$ cat src/design/periph_pkg.sv
// Shared bus map; only GPIO (user slot 1) and the edge counter (simple slot 1) exist
package periph_pkg;

    // Bus field types
    typedef logic [10:0] addr_t;
    typedef logic [31:0] word_t;
    typedef logic [7:0]  byte_t;
    typedef logic [1:0]  size_n_t;     // 11 none, 00 byte, 01 half, 10 word
    typedef logic [3:0]  slot_t;
    typedef logic [4:0]  func_sel_t;   // Bit 4 picks the simple region

    localparam size_n_t SIZE_NONE = 2'b11;

    // Slot numbers within each region
    localparam slot_t SLOT_GPIO = 4'd1;   // User region
    localparam slot_t SLOT_EDGE = 4'd1;   // Simple region

    // GPIO register offsets, 64 byte window
    localparam logic [5:0] GPIO_OFS_OUT       = 6'h00;
    localparam logic [5:0] GPIO_OFS_IN        = 6'h04;
    localparam logic [5:0] GPIO_OFS_FSEL_BASE = 6'h20;  // Pin i at base + 4*i

    // Edge counter offsets, 16 byte window
    localparam logic [3:0] EDGE_OFS_COUNT = 4'h0;
    localparam logic [3:0] EDGE_OFS_SRC   = 4'h1;

    localparam int NUM_PINS = 8;

    // Every pin starts driven by the GPIO output byte
    localparam func_sel_t FSEL_RESET = {1'b0, SLOT_GPIO};

    // Address bits 10:9 of the byte-interface region
    localparam logic [1:0] ADDR_SIMPLE_TAG = 2'b10;

endpackage

$ cat src/design/bus_decode.sv
// Only two slots decode; every other address, including bits 10:9 = 11, reads zero
`timescale 1ns/1ps

module bus_decode (
    input  periph_pkg::addr_t i_addr,
    input  periph_pkg::word_t i_gpio_rdata,
    input  periph_pkg::byte_t i_edge_rdata,
    output logic              o_sel_gpio,
    output logic              o_sel_edge,
    output periph_pkg::word_t o_peri_rdata
);

    periph_pkg::slot_t simple_slot;
    periph_pkg::slot_t user_slot;
    logic              in_simple;
    logic              in_user;

    assign simple_slot = i_addr[7:4];   // 16 byte windows
    assign user_slot   = i_addr[9:6];   // 64 byte windows
    assign in_simple   = (i_addr[10:9] == periph_pkg::ADDR_SIMPLE_TAG);
    assign in_user     = !i_addr[10];

    always_comb begin
        o_sel_gpio   = 1'b0;
        o_sel_edge   = 1'b0;
        o_peri_rdata = '0;   // Unmapped slots read zero

        if (in_simple) begin
            if (simple_slot == periph_pkg::SLOT_EDGE) begin
                o_sel_edge   = 1'b1;
                o_peri_rdata = periph_pkg::word_t'(i_edge_rdata);
            end
        end else if (in_user) begin
            if (user_slot == periph_pkg::SLOT_GPIO) begin
                o_sel_gpio   = 1'b1;
                o_peri_rdata = i_gpio_rdata;
            end
        end
    end

endmodule

$ cat src/design/edge_counter.sv
// Count wraps at 8 bits; changing the source can count one spurious edge from the old bit
`timescale 1ns/1ps

module edge_counter (
    input  logic                clk,
    input  logic                rst_n,
    input  logic                i_sel,
    input  logic [3:0]          i_addr_ofs,
    input  periph_pkg::size_n_t i_write_n,
    input  periph_pkg::byte_t   i_data_in,
    input  periph_pkg::byte_t   i_ui_in,
    output periph_pkg::byte_t   o_rdata,
    output periph_pkg::byte_t   o_uo_out
);

    logic [2:0]        src_r;
    logic              src_dly_r;
    periph_pkg::byte_t count_r;
    logic              wr_en;
    logic              clr_count;
    logic              src_bit;
    logic              rise;

    assign wr_en     = i_sel && (i_write_n != periph_pkg::SIZE_NONE);
    assign clr_count = wr_en && (i_addr_ofs == periph_pkg::EDGE_OFS_COUNT);   // Data ignored
    assign src_bit   = i_ui_in[src_r];
    assign rise      = src_bit && !src_dly_r;

    always_ff @(posedge clk) begin
        if (!rst_n) begin
            src_r     <= '0;
            src_dly_r <= 1'b0;
            count_r   <= '0;
        end else begin
            src_dly_r <= src_bit;
            if (wr_en && i_addr_ofs == periph_pkg::EDGE_OFS_SRC) src_r <= i_data_in[2:0];

            if (clr_count) begin
                count_r <= '0;
            end else if (rise) begin
                count_r <= count_r + 8'd1;
            end
        end
    end

    always_comb begin
        case (i_addr_ofs)
            periph_pkg::EDGE_OFS_COUNT: o_rdata = count_r;
            periph_pkg::EDGE_OFS_SRC:   o_rdata = periph_pkg::byte_t'(src_r);
            default:                    o_rdata = '0;
        endcase
    end

    assign o_uo_out = count_r;   // Lanes show the live count

    // No input can advance the count by more than one step
    a_count_step: assert property (
        @(posedge clk) disable iff (!rst_n)
        !clr_count |=> (count_r == $past(count_r)) ||
                       (count_r == periph_pkg::byte_t'($past(count_r) + 8'd1))
    ) else $error("edge count jumped by more than one");

endmodule

$ cat src/design/gpio_regs.sv
// Only the low data byte is written whatever the access size; select bit 4 picks simple slots
`timescale 1ns/1ps

module gpio_regs (
    input  logic                  clk,
    input  logic                  rst_n,
    input  logic                  i_sel,
    input  logic [5:0]            i_addr_ofs,
    input  periph_pkg::size_n_t   i_write_n,
    input  periph_pkg::byte_t     i_data_in,
    input  periph_pkg::byte_t     i_ui_in,
    output periph_pkg::word_t     o_rdata,
    output periph_pkg::byte_t     o_gpio_out,
    output periph_pkg::func_sel_t o_func_sel [periph_pkg::NUM_PINS]
);

    logic       wr_en;
    logic       is_fsel;
    logic [2:0] fsel_pin;

    assign wr_en = i_sel && (i_write_n != periph_pkg::SIZE_NONE);

    // Select words sit on a 4 byte stride in the upper half of the window
    assign is_fsel  = ((i_addr_ofs & ~6'h1c) == periph_pkg::GPIO_OFS_FSEL_BASE);
    assign fsel_pin = i_addr_ofs[4:2];

    // Output byte
    always_ff @(posedge clk) begin
        if (!rst_n) begin
            o_gpio_out <= '0;
        end else if (wr_en && i_addr_ofs == periph_pkg::GPIO_OFS_OUT) begin
            o_gpio_out <= i_data_in;
        end
    end

    // One function select per pin
    always_ff @(posedge clk) begin
        if (!rst_n) begin
            for (int i = 0; i < periph_pkg::NUM_PINS; i++) begin
                o_func_sel[i] <= periph_pkg::FSEL_RESET;
            end
        end else if (wr_en && is_fsel) begin
            for (int i = 0; i < periph_pkg::NUM_PINS; i++) begin
                if (fsel_pin == i) o_func_sel[i] <= i_data_in[4:0];
            end
        end
    end

    // Readback
    always_comb begin
        if (i_addr_ofs == periph_pkg::GPIO_OFS_OUT) begin
            o_rdata = periph_pkg::word_t'(o_gpio_out);
        end else if (i_addr_ofs == periph_pkg::GPIO_OFS_IN) begin
            o_rdata = periph_pkg::word_t'(i_ui_in);   // Pins as seen now
        end else if (is_fsel) begin
            o_rdata = periph_pkg::word_t'(o_func_sel[fsel_pin]);
        end else begin
            o_rdata = '0;
        end
    end

    // Pins come out of reset on the GPIO byte
    for (genvar g = 0; g < periph_pkg::NUM_PINS; g++) begin : g_fsel_check
        a_fsel_reset: assert property (
            @(posedge clk) !rst_n |=> o_func_sel[g] == periph_pkg::FSEL_RESET
        ) else $error("pin %0d select not at reset value after reset", g);
    end

endmodule

$ cat src/design/periph_top.sv
// No interrupts and no stalls; the core must not request a read and a write together
`timescale 1ns/1ps

module periph_top (
    input  logic                clk,
    input  logic                rst_n,
    input  periph_pkg::byte_t   i_ui_in,
    output periph_pkg::byte_t   o_uo_out,
    input  periph_pkg::addr_t   i_addr,
    input  periph_pkg::word_t   i_data_in,
    input  periph_pkg::size_n_t i_write_n,
    input  periph_pkg::size_n_t i_read_n,
    output periph_pkg::word_t   o_data_out,
    output logic                o_data_ready,
    input  logic                i_read_complete
);

    logic                  sel_gpio;
    logic                  sel_edge;
    periph_pkg::word_t     peri_rdata;
    periph_pkg::word_t     gpio_rdata;
    periph_pkg::byte_t     edge_rdata;
    periph_pkg::byte_t     gpio_out;
    periph_pkg::byte_t     edge_lanes;
    periph_pkg::func_sel_t func_sel [periph_pkg::NUM_PINS];

    bus_decode bus_decode_i (
        .i_addr       (i_addr),
        .i_gpio_rdata (gpio_rdata),
        .i_edge_rdata (edge_rdata),
        .o_sel_gpio   (sel_gpio),
        .o_sel_edge   (sel_edge),
        .o_peri_rdata (peri_rdata)
    );

    read_return read_return_i (
        .clk             (clk),
        .rst_n           (rst_n),
        .i_read_n        (i_read_n),
        .i_write_n       (i_write_n),
        .i_read_complete (i_read_complete),
        .i_peri_rdata    (peri_rdata),
        .o_data_out      (o_data_out),
        .o_data_ready    (o_data_ready)
    );

    // User slot, 64 byte window
    gpio_regs gpio_regs_i (
        .clk        (clk),
        .rst_n      (rst_n),
        .i_sel      (sel_gpio),
        .i_addr_ofs (i_addr[5:0]),
        .i_write_n  (i_write_n),
        .i_data_in  (i_data_in[7:0]),
        .i_ui_in    (i_ui_in),
        .o_rdata    (gpio_rdata),
        .o_gpio_out (gpio_out),
        .o_func_sel (func_sel)
    );

    // Simple slot, 16 byte window
    edge_counter edge_counter_i (
        .clk        (clk),
        .rst_n      (rst_n),
        .i_sel      (sel_edge),
        .i_addr_ofs (i_addr[3:0]),
        .i_write_n  (i_write_n),
        .i_data_in  (i_data_in[7:0]),
        .i_ui_in    (i_ui_in),
        .o_rdata    (edge_rdata),
        .o_uo_out   (edge_lanes)
    );

    pin_out_mux pin_out_mux_i (
        .i_func_sel   (func_sel),
        .i_gpio_lanes (gpio_out),
        .i_edge_lanes (edge_lanes),
        .o_uo_out     (o_uo_out)
    );

endmodule

$ cat src/design/pin_out_mux.sv
// Purely combinational; selects naming a slot with no lanes drive the pin low
`timescale 1ns/1ps

module pin_out_mux (
    input  periph_pkg::func_sel_t i_func_sel [periph_pkg::NUM_PINS],
    input  periph_pkg::byte_t     i_gpio_lanes,
    input  periph_pkg::byte_t     i_edge_lanes,
    output periph_pkg::byte_t     o_uo_out
);

    always_comb begin
        logic              is_simple;
        periph_pkg::slot_t slot;

        o_uo_out = '0;
        for (int i = 0; i < periph_pkg::NUM_PINS; i++) begin
            is_simple = i_func_sel[i][4];
            slot      = i_func_sel[i][3:0];

            // Each pin takes its own bit of the chosen slot's lanes
            if (is_simple) begin
                if (slot == periph_pkg::SLOT_EDGE) o_uo_out[i] = i_edge_lanes[i];
            end else begin
                if (slot == periph_pkg::SLOT_GPIO) o_uo_out[i] = i_gpio_lanes[i];
            end
        end
    end

endmodule

$ cat src/design/read_return.sv
// Every slot answers at once, so read ready is one registered cycle with no stall input
`timescale 1ns/1ps

module read_return (
    input  logic                clk,
    input  logic                rst_n,
    input  periph_pkg::size_n_t i_read_n,
    input  periph_pkg::size_n_t i_write_n,
    input  logic                i_read_complete,
    input  periph_pkg::word_t   i_peri_rdata,
    output periph_pkg::word_t   o_data_out,
    output logic                o_data_ready
);

    logic              read_req;
    logic              write_req;
    logic              hold_r;
    logic              ready_r;
    periph_pkg::word_t data_out_r;

    assign read_req  = (i_read_n != periph_pkg::SIZE_NONE);
    assign write_req = (i_write_n != periph_pkg::SIZE_NONE);

    // Hold flag and registered ready
    always_ff @(posedge clk) begin
        if (!rst_n) begin
            hold_r  <= 1'b0;
            ready_r <= 1'b0;
        end else begin
            if (i_read_complete) hold_r <= 1'b0;
            if (!hold_r && read_req) hold_r <= 1'b1;   // Capture wins over clear
            ready_r <= read_req;   // Drops one cycle after the request
        end
    end

    // First read of a transfer is captured and then frozen
    always_ff @(posedge clk) begin
        if (!hold_r && read_req) begin
            data_out_r <= i_peri_rdata;
        end
    end

    assign o_data_out   = data_out_r;
    assign o_data_ready = ready_r || write_req;   // Writes complete immediately

    // The core issues one kind of access at a time
    a_no_read_write_overlap: assert property (
        @(posedge clk) disable iff (!rst_n) !(read_req && write_req)
    ) else $error("read and write requested in the same cycle");

endmodule

$ cat config.mk
export PLATFORM = sky130hd
export DESIGN_NAME = periph_top
export DESIGN_NICKNAME = d
export VERILOG_FILES = /design/src/design/periph_pkg.sv /design/src/design/bus_decode.sv /design/src/design/edge_counter.sv /design/src/design/gpio_regs.sv /design/src/design/periph_top.sv /design/src/design/pin_out_mux.sv /design/src/design/read_return.sv
export SDC_FILE = /design/constraint.sdc
export NUM_CORES = 1
export LEC_CHECK = 0
export ABC_AREA = 0
export BUFFER_PORTS_ARGS = -buffer_cell sky130_fd_sc_hd__buf_2
export CORE_MARGIN = 3
export CORE_UTILIZATION = 38
export CTS_CLUSTER_SIZE = 16
export DETAILED_ROUTE_END_ITERATION = 7
export HOLD_SLACK_MARGIN = 0.03
export PLACE_DENSITY = 0.58
export SKIP_CTS_REPAIR_TIMING = 1
export SYNTH_ARGS = -nofsm -noshare
export SYNTH_HDL_FRONTEND = slang
export SYNTH_SLANG_ARGS = --single-unit
$ cat constraint.sdc
create_clock -name clk -period 4 [get_ports clk]
set_input_delay 0.8 -clock clk [delete_from_list [all_inputs] [get_ports clk]]
set_output_delay 0.8 -clock clk [all_outputs]
set_load 0.02 [all_outputs]
# Word-level counts from Yosys, hierarchy flattened
# Index checks and enable logic that the tools add are counted.
dict set report totals {
  register_bits 94
  latch_bits 0
  mem_bits_rw 0
  mem_bits_ro 0
  inputBits 58
  output_inout_bits 41
  word_cells 111
  n_memories 0
}
dict set report op_classes {
  addsub 1
  mul 0
  div_mod_pow 0
  order_cmp 2
  eq_ne 23
  shift 0
  muxes 44
  bitwise_logic 2
  reduce_logical 24
}
# operator count
set ops {}
lappend ops {{$mux 32} 5}
lappend ops {{$eq 4x1->1 const B} 11}
lappend ops {{$mux 1} 32}
lappend ops {{$pmux 8 s2} 1}
lappend ops {{$reduce_and 2->1} 8}
lappend ops {{$bmux 5 s3} 1}
lappend ops {{$eq 3x3->1 const B} 5}
lappend ops {{$mux 5} 3}
lappend ops {{$add 8x1->8 const B} 1}
lappend ops {{$logic_and 1x1->1} 8}
lappend ops {{$mux 8} 1}
lappend ops {{$eq 3x2->1 const B} 2}
lappend ops {{$eq 6x3->1 const B} 1}
lappend ops {{$logic_not 6->1} 1}
lappend ops {{$ge 4x4->1 const B} 1}
lappend ops {{$logic_not 4->1} 1}
lappend ops {{$lt 3x4->1 const B} 1}
lappend ops {{$ne 2x2->1 const B} 2}
lappend ops {{$not 3->4} 1}
lappend ops {{$bmux 1 s3} 1}
lappend ops {{$eq 3x1->1 const B} 1}
lappend ops {{$logic_not 3->1} 1}
lappend ops {{$eq 2x2->1 const B} 1}
lappend ops {{$logic_not 1->1} 2}
lappend ops {{4 further kinds} 4}

# Longest topological paths before layout
# Gate-level depths: netlist (run 1).
dict set report depth {
  depth_word 10
  mapped_depth 7
  mapped_depth_nobuf 4
}

# Modules after synthesis
# A second synthesis (run 1) with hierarchy kept.
dict set report unflattened {
  hier_cells 427
  area_unflattened_um2 4642.0
}
# module n_inst cells_each area_each_um2 seq_area_each_um2
set by_module_without_submodules {}
lappend by_module_without_submodules {gpio_regs 1 247 2314.7 960.9}
lappend by_module_without_submodules {read_return 1 40 1038.5 1001.0}
lappend by_module_without_submodules {edge_counter 1 77 695.7 240.2}
lappend by_module_without_submodules {bus_decode 1 39 302.8 0.0}
lappend by_module_without_submodules {pin_out_mux 1 24 290.3 0.0}

# Least setup slack after synthesis (run 1)
# Ideal clock, no wire load.
dict set report synth_timing {
  path_type {input to register}
  from {input port i_addr[2]}
  to {register read_return_i.data_out_r[4] (netlist: read_return_i.o_data_out[4]) (data pin)}
  setup_ps 261
  t_arrival_ps 2133
  t_required_ps 3739
  slack_ps 1606
  cell_stages 6
  path_buffers 2
  path_cell_list {buf_2 -> buf_2 -> mux4_2 -> mux2i_1 -> nor3_1 -> a221o_1}
}
dict set report synth_between {
  elab_chain_cells 10
  word_cells_on_any_way 16
}
# item line
set synth_rtl {}
lappend synth_rtl {{start, declared} periph_top.sv:9} ;# input periph_pkg::addr_t i_addr,
lappend synth_rtl {{$not 3->4 (not written as such)} gpio_regs.sv:56} ;# o_rdata = periph_pkg::word_t'(o_func_sel[fsel_pin]);
lappend synth_rtl {{$bmux 5 s3} gpio_regs.sv:56}
lappend synth_rtl {{$mux 5 (not written as such) (2 in series)} gpio_regs.sv:56}
lappend synth_rtl {{$mux 5} gpio_regs.sv:55} ;# end else if (is_fsel) begin
lappend synth_rtl {{$mux 32} gpio_regs.sv:53} ;# end else if (i_addr_ofs == periph_pkg::GPIO_OFS_IN) begin
lappend synth_rtl {{$mux 32} gpio_regs.sv:51} ;# if (i_addr_ofs == periph_pkg::GPIO_OFS_OUT) begin
lappend synth_rtl {{$mux 32} bus_decode.sv:34} ;# if (user_slot == periph_pkg::SLOT_GPIO) begin
lappend synth_rtl {{$mux 32} bus_decode.sv:33} ;# end else if (in_user) begin
lappend synth_rtl {{$mux 32 *} bus_decode.sv:28} ;# if (in_simple) begin
lappend synth_rtl {{named net bus_decode_i.o_peri_rdata[4]} bus_decode.sv:10} ;# output periph_pkg::word_t o_peri_rdata
lappend synth_rtl {{end signal, assigned} read_return.sv:39} ;# data_out_r <= i_peri_rdata;
lappend synth_rtl {{end, declared} read_return.sv:19} ;# periph_pkg::word_t data_out_r;
# Mark *: on every way through the listed nets, which the timed path passes. The rest lies on a longest branch. The select of a mux whose other input is x is not followed.
# A chain may end at the register's enable or synchronous reset.

# Worst setup path after layout (run 1)
dict set report layout_timing {
  from {input port i_addr[7]}
  to {register gpio_regs_i.o_func_sel[14] in the netlist's numbering}
}
dict set report layout_between {
  elab_chain_cells 7
}
# item line
set layout_rtl {}
lappend layout_rtl {{$eq 4x1->1} bus_decode.sv:34}
lappend layout_rtl {{$mux 1} bus_decode.sv:34}
lappend layout_rtl {{$mux 1} bus_decode.sv:33}
lappend layout_rtl {{$mux 1} bus_decode.sv:28}
lappend layout_rtl {{$logic_and 1x1->1} gpio_regs.sv:21} ;# assign wr_en = i_sel && (i_write_n != periph_pkg::SIZE_NONE);
lappend layout_rtl {{$logic_and 1x1->1} gpio_regs.sv:42} ;# end else if (wr_en && is_fsel) begin
lappend layout_rtl {{$reduce_and 2->1 (no line)} --}
lappend layout_rtl {{end signal, assigned by index} gpio_regs.sv:40} ;# o_func_sel[i] <= periph_pkg::FSEL_RESET;
lappend layout_rtl {{end signal, assigned by index} gpio_regs.sv:44} ;# if (fsel_pin == i) o_func_sel[i] <= i_data_in[4:0];
lappend layout_rtl {{end, declared} gpio_regs.sv:14} ;# output periph_pkg::func_sel_t o_func_sel [periph_pkg::NUM_PINS]
# Every way passes these cells.

==> results of run 1 <==
-- state kept, by name, summed over array words and instances, names as in the netlist --
name,flops
edge_counter_i.src_r,3
read_return_i.hold_r,1
gpio_regs_i.o_func_sel,40
edge_counter_i.src_dly_r,1
edge_counter_i.o_uo_out,8
read_return_i.ready_r,1
read_return_i.o_data_out,8
gpio_regs_i.o_gpio_out,8
-- power by group --
group / total, mW / switching, mW / internal, mW
logic: 0.139 / 0.101 / 0.0376
registers: 0.723 / 0.00454 / 0.719
clock network: 0.649 / 0.292 / 0.357
-- cells in the mapped netlist, drive strengths merged (2+ instances only) --
cell type,number
o21ba,2
or3,6
nand3,15
nand2b,13
and2,5
buf,33
mux2i,38
nor3,7
a31oi,3
dfxtp,62
mux4,11
nor2b,4
edfxtp,8
o31ai,5
nor2,13
a221o,2
o221ai,3
nand2,23
clkbuf,27
nand4,12
and3b,2
or4,4
nor4,11
a22o,2
o2bb2ai,3
o21ai,36
nand4b,10
a22oi,6
a21oi,37
-- final timing paths --
path	from	end	slack, ns	cells past startpoint
worst min register to register	gpio_regs_i.o_func_sel[13]	gpio_regs_i.o_func_sel[13]	0.49	2
worst max register to register	edge_counter_i.src_r[1]	edge_counter_i.o_uo_out[5]	1.92	4
worst min-delay path	gpio_regs_i.o_func_sel[13]	gpio_regs_i.o_func_sel[13]	0.49	2
worst max-delay path	i_addr[7]	gpio_regs_i.o_func_sel[14]	1.57	6
-- cells in the final DEF (no fill, tap or decap), types with 2 or more instances in the layout --
master	n
buf_4	6
clkbuf_8	9
nand4_1	12
o221ai_1	3
a22oi_1	6
mux2i_1	38
nor2_1	13
a21oi_1	37
and2_1	5
o2bb2ai_1	3
edfxtp_1	8
nor2b_1	4
nor4_1	10
clkinv_4	3
nand2_1	23
bufinv_16	2
and3b_1	2
conb_1	24
buf_2	50
a31oi_1	3
nand3_1	15
nand4b_1	10
dfxtp_1	62
o31ai_1	5
a22o_1	2
o21ba_2	2
nand2b_1	13
nor3_1	7
a221o_1	2
or3_1	6
or4_1	4
mux4_2	11
o21ai_0	36
-- per-stage QoR --
stage	setup slack (ns)	utilization (%)	power, mW	cells
2_1_floorplan	1.61	-	0.849	439
3_3_place_gp	1.30	42.5	0.877	564
3_5_place_dp	1.24	42.5	0.877	564
4_1_cts	1.62	44.8	1.52	580
5_1_grt	1.43	44.8	1.56	580
6_report	1.57	44.8	1.51	580
-- area by class of cell --
cell class | count | area (um2) | area share, %
Clock buffer | 10 | 128 | 3.00
Clock inverter | 6 | 95.1 | 2.23
Inverter | 1 | 3.75 | 0.0881
Multi-Input combinational cell | 308 | 2090 | 49.2
Sequential cell | 70 | 1480 | 34.8
Tap cell | 129 | 161 | 3.79
Timing Repair Buffer | 56 | 295 | 6.93
-- worst max-delay path, delay by kind of cell --
kind / cells / cell delay (ns)
AND/OR/NAND/NOR: 3 / 1.27
buffers and inverters: 2 / 0.39
multiplexers: 1 / 0.24
-- per-layer routing --
metal	vias to the layer above	wire length (um)	GRT usage (%)
met3	13	788	3.64
met1	1593	5320	29.4
met2	145	4890	28.8
li1	1574	-	-
met4	0	187	6.38
met5	-	0	0
-- logic make-up (layout without fill, tap and decap cells) --
| family | count (synthesis) | in the layout | share of synthesized area [%] |
|---|---|---|---|
| and+or+nand+nor | 129 | 129 | 19.3 |
| AOI/OAI and AO/OA | 105 | 105 | 16.3 |
| DFF | 70 | 70 | 38.7 |
| buffers and inverters | 61 | 73 | 8.80 |
| muxes | 49 | 49 | 16.4 |
| adders and majority gates | 1 | 1 | 0.327 |
| other | 1 | 24 | 0.0980 |
==> results.md, run 1 <==
* Die footprint at 11,300 um2
* CTS tree: yes
* Depth of the CTS H-tree at 3
* N_diodes at 0
* Number of synthesized flops with an enable pin at 8
* Fillers at 995
* Path class of the lowest-slack min-delay path: reg2reg
* Clock Latency Late Sink at 0.35 ns
* Vias at 3,325
* Synth Warn # at 0
* Number of design rule violations left after detail routing at 0
* Starting utilization of the core area at 40.3%
* Max-Slew Margin vs Limit at 50.8%
* Number of global-route vias before repair at 3,123
* Actual slew at the worst max-slew pin at 0.738 ns
* Floorplan Core Area at 9500 um2
* Overall die height at 106 um
* Deepest clock path buffer count at 2
* Post-Synthesis Cell Area at 3830 um2
* Synth async-reset ratio at 0%
* Power density over the cells at 355 nW/um2
* Aggregate global routing overflow at 0
* Top post-synthesis cells by area: dfxtp_1 (32%), mux2i_1 (9.9%), mux4_2 (6.5%), edfxtp_1 (6.3%), a21oi_1 (4.8%)
* Total track usage at 19.8%
* Placed standard-cell area at 4040 um2
* Count of buffers inserted at the top-level ports at 50
* CTS clk-pin slew, worst paths at 0.08 ns
* Leakage component of the power at 1.59 nW
* Unrepaired setup endpoints after global routing: no
* HPWL reported at the end of detailed placement at 7.95 mm
* Post-layout min period at 2.43 ns
* Final worst hold slack at 0.489 ns
* Clk Tree Root Cell: clkbuf_8
* Average wire per cell in the routed design at 19.3 um
* Final standard cell area without fillers at 4260 um2
* I/O Pins at 99
* Clock buffer count from CTS at 9
* CP max FO at 25
* Required time at the endpoint of the critical path at 4.28 ns
* DRT antenna net count at 0
* Number of different library cells in the post-synthesis netlist at 45
* DR vias/cell at 5.73
* Data arrival at the endpoint of the critical path at 2.71 ns
* Final Hold Violating Endpoints at 0
* Relative area change from synthesis to final layout at 11.3%
* Avg Inst Size Synth at 9.20 um2
* Peak per-stage delay on the critical path at 0.59 ns
* Most used flip-flop cell after synthesis: dfxtp_1
* Leading area contributor after synthesis: dfxtp_1
* Flop and latch count out of synthesis at 70
* Global-route wire length before repair at 17.4 mm
* Largest net degree at the start of global routing at 41
* Status: complete, no violations
* Setup-failing EPs final at 0
* Worst Setup Start Kind: primary input
* Ratio of cells with drive above 1 in the final layout at 19.1%
* Total length of routed wires at 11.2 mm
* Cell with the biggest individual delay on the critical path: nor4_2
* Crit Path Category: in2reg
* Nets at 505
* Period utilization at 60.9%
* Max Transition Viols Final at 0
* Post-Route Skew at 0.00923 ns
* Clk sink count at 70
* Cells along the critical path: buf_2, nor4_2, and4b_1, buf_4, and3_1, mux2i_1
* Fmax at 411 MHz
* Die X at 106 um
* Antenna violations before repair at 0
* Worst voltage drop across the vdd grid at 0.152 mV
* Post-Syn Instances at 416
* Maximum Capacitance Violations at 0
* Drt first-iter violations at 374
* Iteration count of the initial detailed-routing pass at 5
* Row cnt at 35
* Final estimated routing congestion in global placement at 0.885
* Share of the synthesized area in the top cell type at 32.4%
* Sequential fraction of the synthesis area at 38.7%
* Setup TNS at 0 ns
* Nature of the critical path endpoint: flip-flop
Note: power is estimated with default switching activity, not from simulation.
==> run 2: changes to the inputs <==
clock period = 2.5 ns   (was 4 ns; I/O delays follow)
==> results.md, run 2 (synthesis results as in run 1) <==
* Status: complete, no violations
* Highest-count cells in the layout ignoring fill and taps: dfxtp_1 (62), buf_2 (50), mux2i_1 (38)
* Post-Route Skew at 0.00664 ns
* N_diodes at 0
* Unrepaired setup endpoints after global routing: no
* Final Hold Violating Endpoints at 0
* Average wire per cell in the routed design at 18.6 um
* Worst path setup slack after routing at 0.423 ns
* Max Transition Viols Final at 0
* Placed standard-cell area at 4090 um2
* Path class of the lowest-slack min-delay path: in2reg
* Switching share of total power at 25.8%
* Power share of the sequential group at 49.7%
* Period utilization at 83.1%
* Number of global-route vias before repair at 3,086
* Highest routing layer actually used: met4
* Number of flip-flops under the largest register name at 40
* I/O Pins at 99
* Worst Setup Start Kind: flip-flop
* Power density over the cells at 543 nW/um2
* Maximum Capacitance Violations at 0
* Setup TNS at 0 ns
* Amount of wire on met3 after detailed routing at 919 um
* Relative area change from synthesis to final layout at 12.1%
* CTS clk-pin slew, worst paths at 0.08 ns
* Number of design rule violations left after detail routing at 0
* Net switching component of the power at 0.602 mW
* Clock Latency Late Sink at 0.34 ns
* Part of the total power dissipated in the clock network at 40.7%
* Total length of routed wires at 10.9 mm
* Worst voltage drop across the vdd grid at 0.285 mV
* Starting utilization of the core area at 40.3%
* Setup Slack @ Placement at 0.200 ns
* Deepest clock path buffer count at 2
* Vias at 3,269
* DRT antenna net count at 0
* Overall die height at 106 um
* Clk Tree Root Cell: clkbuf_8
* DR vias/cell at 5.57
* Iteration count of the initial detailed-routing pass at 5
* Clock buffer count from CTS at 9
* Setup-failing EPs final at 0
* Nets at 512
* Most common library cell in the layout ignoring fill and taps: dfxtp_1
* Row cnt at 35
* Antenna violations before repair at 0
* Die footprint at 11,300 um2
* Die X at 106 um
* Crit Path Category: reg2reg
* Combinational fraction of design power at 9.7%
* Met2 wirelength from detailed routing at 4.70 mm
* Leakage component of the power at 1.62 nW
* Drt first-iter violations at 270
* CP max FO at 17
* Sum of internal, switching and leakage power at 2.33 mW
* Floorplan Core Area at 9500 um2
* Register with the most flip-flops: gpio_regs_i.o_func_sel
* Global-route wire length before repair at 17.3 mm
* Fillers at 957
* Fmax at 482 MHz
* Data arrival at the endpoint of the critical path at 2.35 ns
* Detailed-routing wirelength on met1 at 5.19 mm
* Actual slew at the worst max-slew pin at 0.782 ns
* Ratio of cells with drive above 1 in the final layout at 20.1%
* Max-Slew Margin vs Limit at 47.9%
* Final estimated routing congestion in global placement at 0.906
* Final standard cell area without fillers at 4290 um2
* Count of buffers inserted at the top-level ports at 50
* Nature of the critical path endpoint: flip-flop
* Internal power of the cells at 1.73 mW
* Largest net degree at the start of global routing at 28
* Post-layout min period at 2.08 ns
* Depth of the CTS H-tree at 3
* Required time at the endpoint of the critical path at 2.77 ns
* Aggregate global routing overflow at 0
* HPWL reported at the end of detailed placement at 8.04 mm
* Clk sink count at 70
* Total track usage at 19.8%
* CTS tree: yes
run 2: power by group through the flow:
stage | Sequential (mW) | Clock, mW | Combinational [mW]
detailed placement | 1.18 | 0 | 0.224
global route | 1.16 | 1.02 | 0.244
global placement | 1.18 | 0 | 0.221
floorplan | 1.19 | 0 | 0.163
CTS | 1.16 | 0.957 | 0.224
finish | 1.16 | 0.949 | 0.225
run 2: routing by layer:
metal  GRT usage (%)  vias up
met5               0        -
met1            30.5     1532
li1                -     1587
met2            27.3      144
met3            4.55        6
met4            5.46        0
run 2: critical path: stages, from the launching register on:
cell,delay (ns)
dfxtp_1,0.53
mux2i_1,0.13
mux4_2,0.64
or4_1,0.54
a21oi_1,0.16
run 2: area by class of cell:
| cell class | count | area (um2) | share of cell area (%) |
|---|---|---|---|
| clock inverters | 3 | 42.5 | 0.992 |
| inverters | 1 | 3.75 | 0.0875 |
| clock buffers | 13 | 159 | 3.70 |
| well taps | 129 | 161 | 3.76 |
| flip-flops and latches | 70 | 1480 | 34.5 |
| repair buffers | 63 | 348 | 8.11 |
| multi-input cells | 308 | 2090 | 48.8 |
run 2: through the flow:
step,cells,utilization (%),hold WS (ns)
after floorplan,439,-,0.439
after global placement,571,43.0,0.463
after detailed placement,571,43.0,0.476
after CTS,587,45.1,0.334
after global routing,587,45.1,0.334
final,587,45.1,0.340
run 2: path summary, 6_finish.rpt:
path / from / end / slack [ns] / depth (start not counted)
hold reg to reg: gpio_regs_i.o_func_sel[11] / gpio_regs_i.o_func_sel[11] / 0.49 / 2
setup / recovery: edge_counter_i.src_r[1] / edge_counter_i.o_uo_out[7] / 0.42 / 4
hold / removal: i_read_n[0] / read_return_i.ready_r / 0.34 / 2
setup reg to reg: edge_counter_i.src_r[1] / edge_counter_i.o_uo_out[7] / 0.42 / 4
==> run 3: changes to the inputs <==
ABC_AREA = 1   (was 0)
PLACE_DENSITY = 0.6   (was 0.58)
clock period = 1.8 ns   (was 2.5 ns; I/O delays follow)
==> results.md, run 3 <==
* Status: complete, no violations
* Relative area change from synthesis to final layout at 15.9%
* Period utilization at 96.7%
* Register with the most flip-flops: gpio_regs_i.o_func_sel
* DRT antenna net count at 0
* Placed standard-cell area at 4290 um2
* Leakage component of the power at 1.98 nW
* Flop2flop setup slack at 0.24 ns
* Overall die height at 107 um
* Internal power of the cells at 2.19 mW
* Placed Instances at 767
* Beginning of the worst register-to-register path: edge_counter_i.src_r[0]
* Highest-count cells in the layout ignoring fill and taps: nand2_1 (138), nand3_1 (75), nor2_1 (72)
* Number of global-route vias before repair at 3,592
* Synth async-reset ratio at 0%
* Floorplan Core Area at 9860 um2
* Part of the total power dissipated in the clock network at 36.1%
* Die footprint at 11,500 um2
* Combinational fraction of design power at 11.5%
* Total length of routed wires at 11.5 mm
* Maximum Capacitance Violations at 0
* Final standard cell area without fillers at 4510 um2
* Leading area contributor after synthesis: dfxtp_1
* Max Transition Viols Final at 0
* Worst Setup Start Kind: flip-flop
* Most used flip-flop cell after synthesis: dfxtp_1
* Most common library cell in the layout ignoring fill and taps: nand2_1
* Setup-failing EPs final at 0
* Clk sink count at 70
* Worst voltage drop across the vdd grid at 0.323 mV
* Flop and latch count out of synthesis at 70
* Clock buffer count from CTS at 9
* Number of different library cells in the post-synthesis netlist at 33
* Row cnt at 36
* Number of synthesized flops with an enable pin at 8
* Post-Synthesis Cell Area at 3890 um2
* CTS clk-pin slew, worst paths at 0.09 ns
* CTS tree: yes
* Vias at 3,942
* Synth Warn # at 0
* Clock Latency Late Sink at 0.35 ns
* Worst-case reg-to-reg path depth at 7
* Endpoint of the worst hold-timing path: read_return_i.ready_r
* I/O Pins at 99
* Required time at the endpoint of the critical path at 1.44 ns
* Cell with the biggest individual delay on the critical path: dfxtp_1
* Cells along the critical path: nand2_1, o21ai_2, nor4_2, buf_4
* HP Start: i_read_n[1]
* Final Hold Violating Endpoints at 0
* Most repeated cell in the gate-level netlist after synthesis: nand2_1
* Post-Syn Instances at 584
* Top cells by instance count after synthesis: nand2_1 (138), nand3_1 (75), nor2_1 (72)
* Top post-synthesis cells by area: dfxtp_1 (32%), nand2_1 (13%), nand3_1 (9.6%), nor2_1 (6.9%), a21oi_1 (6.8%)
* N_diodes at 0
* Deepest clock path buffer count at 2
* Nature of the critical path endpoint: output pin
* Switching share of total power at 28.5%
* Final estimated routing congestion in global placement at 0.930
* Iteration count of the initial detailed-routing pass at 5
* Global-route wire length before repair at 17.9 mm
* Clk Tree Root Cell: clkbuf_8
* Depth of the CTS H-tree at 3
* Average wire per cell in the routed design at 14.6 um
* CP max FO at 4
* Path class of the lowest-slack min-delay path: in2reg
* Avg Inst Size Synth at 6.67 um2
* Setup TNS at 0 ns
* Total track usage at 20.0%
* Drt first-iter violations at 290
* Power density over the cells at 677 nW/um2
* Count of buffers inserted at the top-level ports at 50
* Die X at 107 um
* Post-Route Skew at 0.0163 ns
* Net switching component of the power at 0.872 mW
* Antenna violations before repair at 0
* Aggregate global routing overflow at 0
* Number of standard cells in the final layout excluding fillers at 787
* Hold Path Stages at 2
* Ratio of cells with drive above 1 in the final layout at 17.3%
* Number of design rule violations left after detail routing at 0
* Fmax at 575 MHz
* DR vias/cell at 5.01
* CP top delay family: simple AND/OR/NAND/NOR gates
* Reg-to-Reg End: edge_counter_i.o_uo_out[4]
* Power share of the sequential group at 52.5%
* Number of flip-flops under the largest register name at 40
* Share of the synthesized area in the top cell type at 31.9%
* Final worst hold slack at 0.188 ns
* Post-layout min period at 1.74 ns
* Largest net degree at the start of global routing at 49
* Peak per-stage delay on the critical path at 0.36 ns
* Crit Path Category: reg2out
* Starting utilization of the core area at 39.5%
* Sequential fraction of the synthesis area at 38.0%
* HPWL reported at the end of detailed placement at 8.36 mm
* Nets at 708
* Data arrival at the endpoint of the critical path at 1.38 ns
* Number of buffer and inverter instances along the worst setup path at 1
## run 3: power groups by stage
stage               logic, mW  registers (mW)  clock network (mW)
CTS                     0.347            1.61                1.12
floorplan               0.232            1.66                   0
global route            0.382            1.61                1.19
global placement        0.343            1.64                   0
finish                  0.350            1.60                1.10
detailed placement      0.345            1.64                   0
## run 3: worst max-delay path by stage
stage | from | endpoint | slack, ns | cells past startpoint
after global placement | i_addr[2] | read_return_i.o_data_out[5] | 0.11 | 7
after global routing | edge_counter_i.o_uo_out[4] | o_uo_out[4] | -0.004 | 5
final | gpio_regs_i.o_func_sel[39] | o_uo_out[0] | 0.06 | 4
after floorplan | edge_counter_i.o_uo_out[2] | o_uo_out[2] | 0.21 | 3
after CTS | edge_counter_i.o_uo_out[2] | o_uo_out[2] | -0.06 | 3
after detailed placement | i_addr[2] | read_return_i.o_data_out[5] | 0.06 | 7
## run 3: logic make-up (layout without fill, tap and decap cells)
family                     after synthesis  after routing  synth area share [%]
xor gates and xnor gates                 5              5                  1.12
and+or+nand+nor                        313            313                  35.0
adders and majority gates                1              1                 0.321
buffers and inverters                  106            153                  13.3
other                                    1             24                0.0963
muxes                                    1              1                 0.257
AOI/OAI and AO/OA                       87             87                  11.9
DFF                                     70             70                  38.0
## run 3: layer usage
layer  GRT usage [%]  vias up  part of all wire [%]  wire (um)
li1                -     1988                     -          -
met1            26.3     1788                    44       5100
met2            33.2      155                    47       5360
met3            4.27       11                   7.8        895
met4            5.11        0                   1.2        142
met5               0        -                     0          0
## run 3: stage by stage
| stage | power [mW] | setup WS [ns] | util, % |
|---|---|---|---|
| after floorplan | 1.89 | 0.206 | - |
| after global placement | 1.99 | 0.109 | 43.5 |
| after detailed placement | 1.99 | 0.0567 | 43.5 |
| after CTS | 3.08 | -0.0578 | 45.1 |
| after global routing | 3.18 | -0.00362 | 45.8 |
| final | 3.06 | 0.0602 | 45.8 |
## run 3: cell type report
type | instances | area [um2]
Tap cell | 133 | 166
Clock inverter | 5 | 26.3
Multi-Input combinational cell | 431 | 2010
Fill cell | 1030 | 5350
Clock buffer | 11 | 131
Timing Repair Buffer | 75 | 455
Sequential cell | 70 | 1490
Inverter | 62 | 233
## run 3: worst reg2reg max path: stages, from the launching register on
cell	delay, ns
dfxtp_1	0.43
inv_1	0.12
nand2_1	0.07
nand3_1	0.08
nand3_1	0.19
nand3_1	0.31
nand2_1	0.17
a21oi_1	0.07
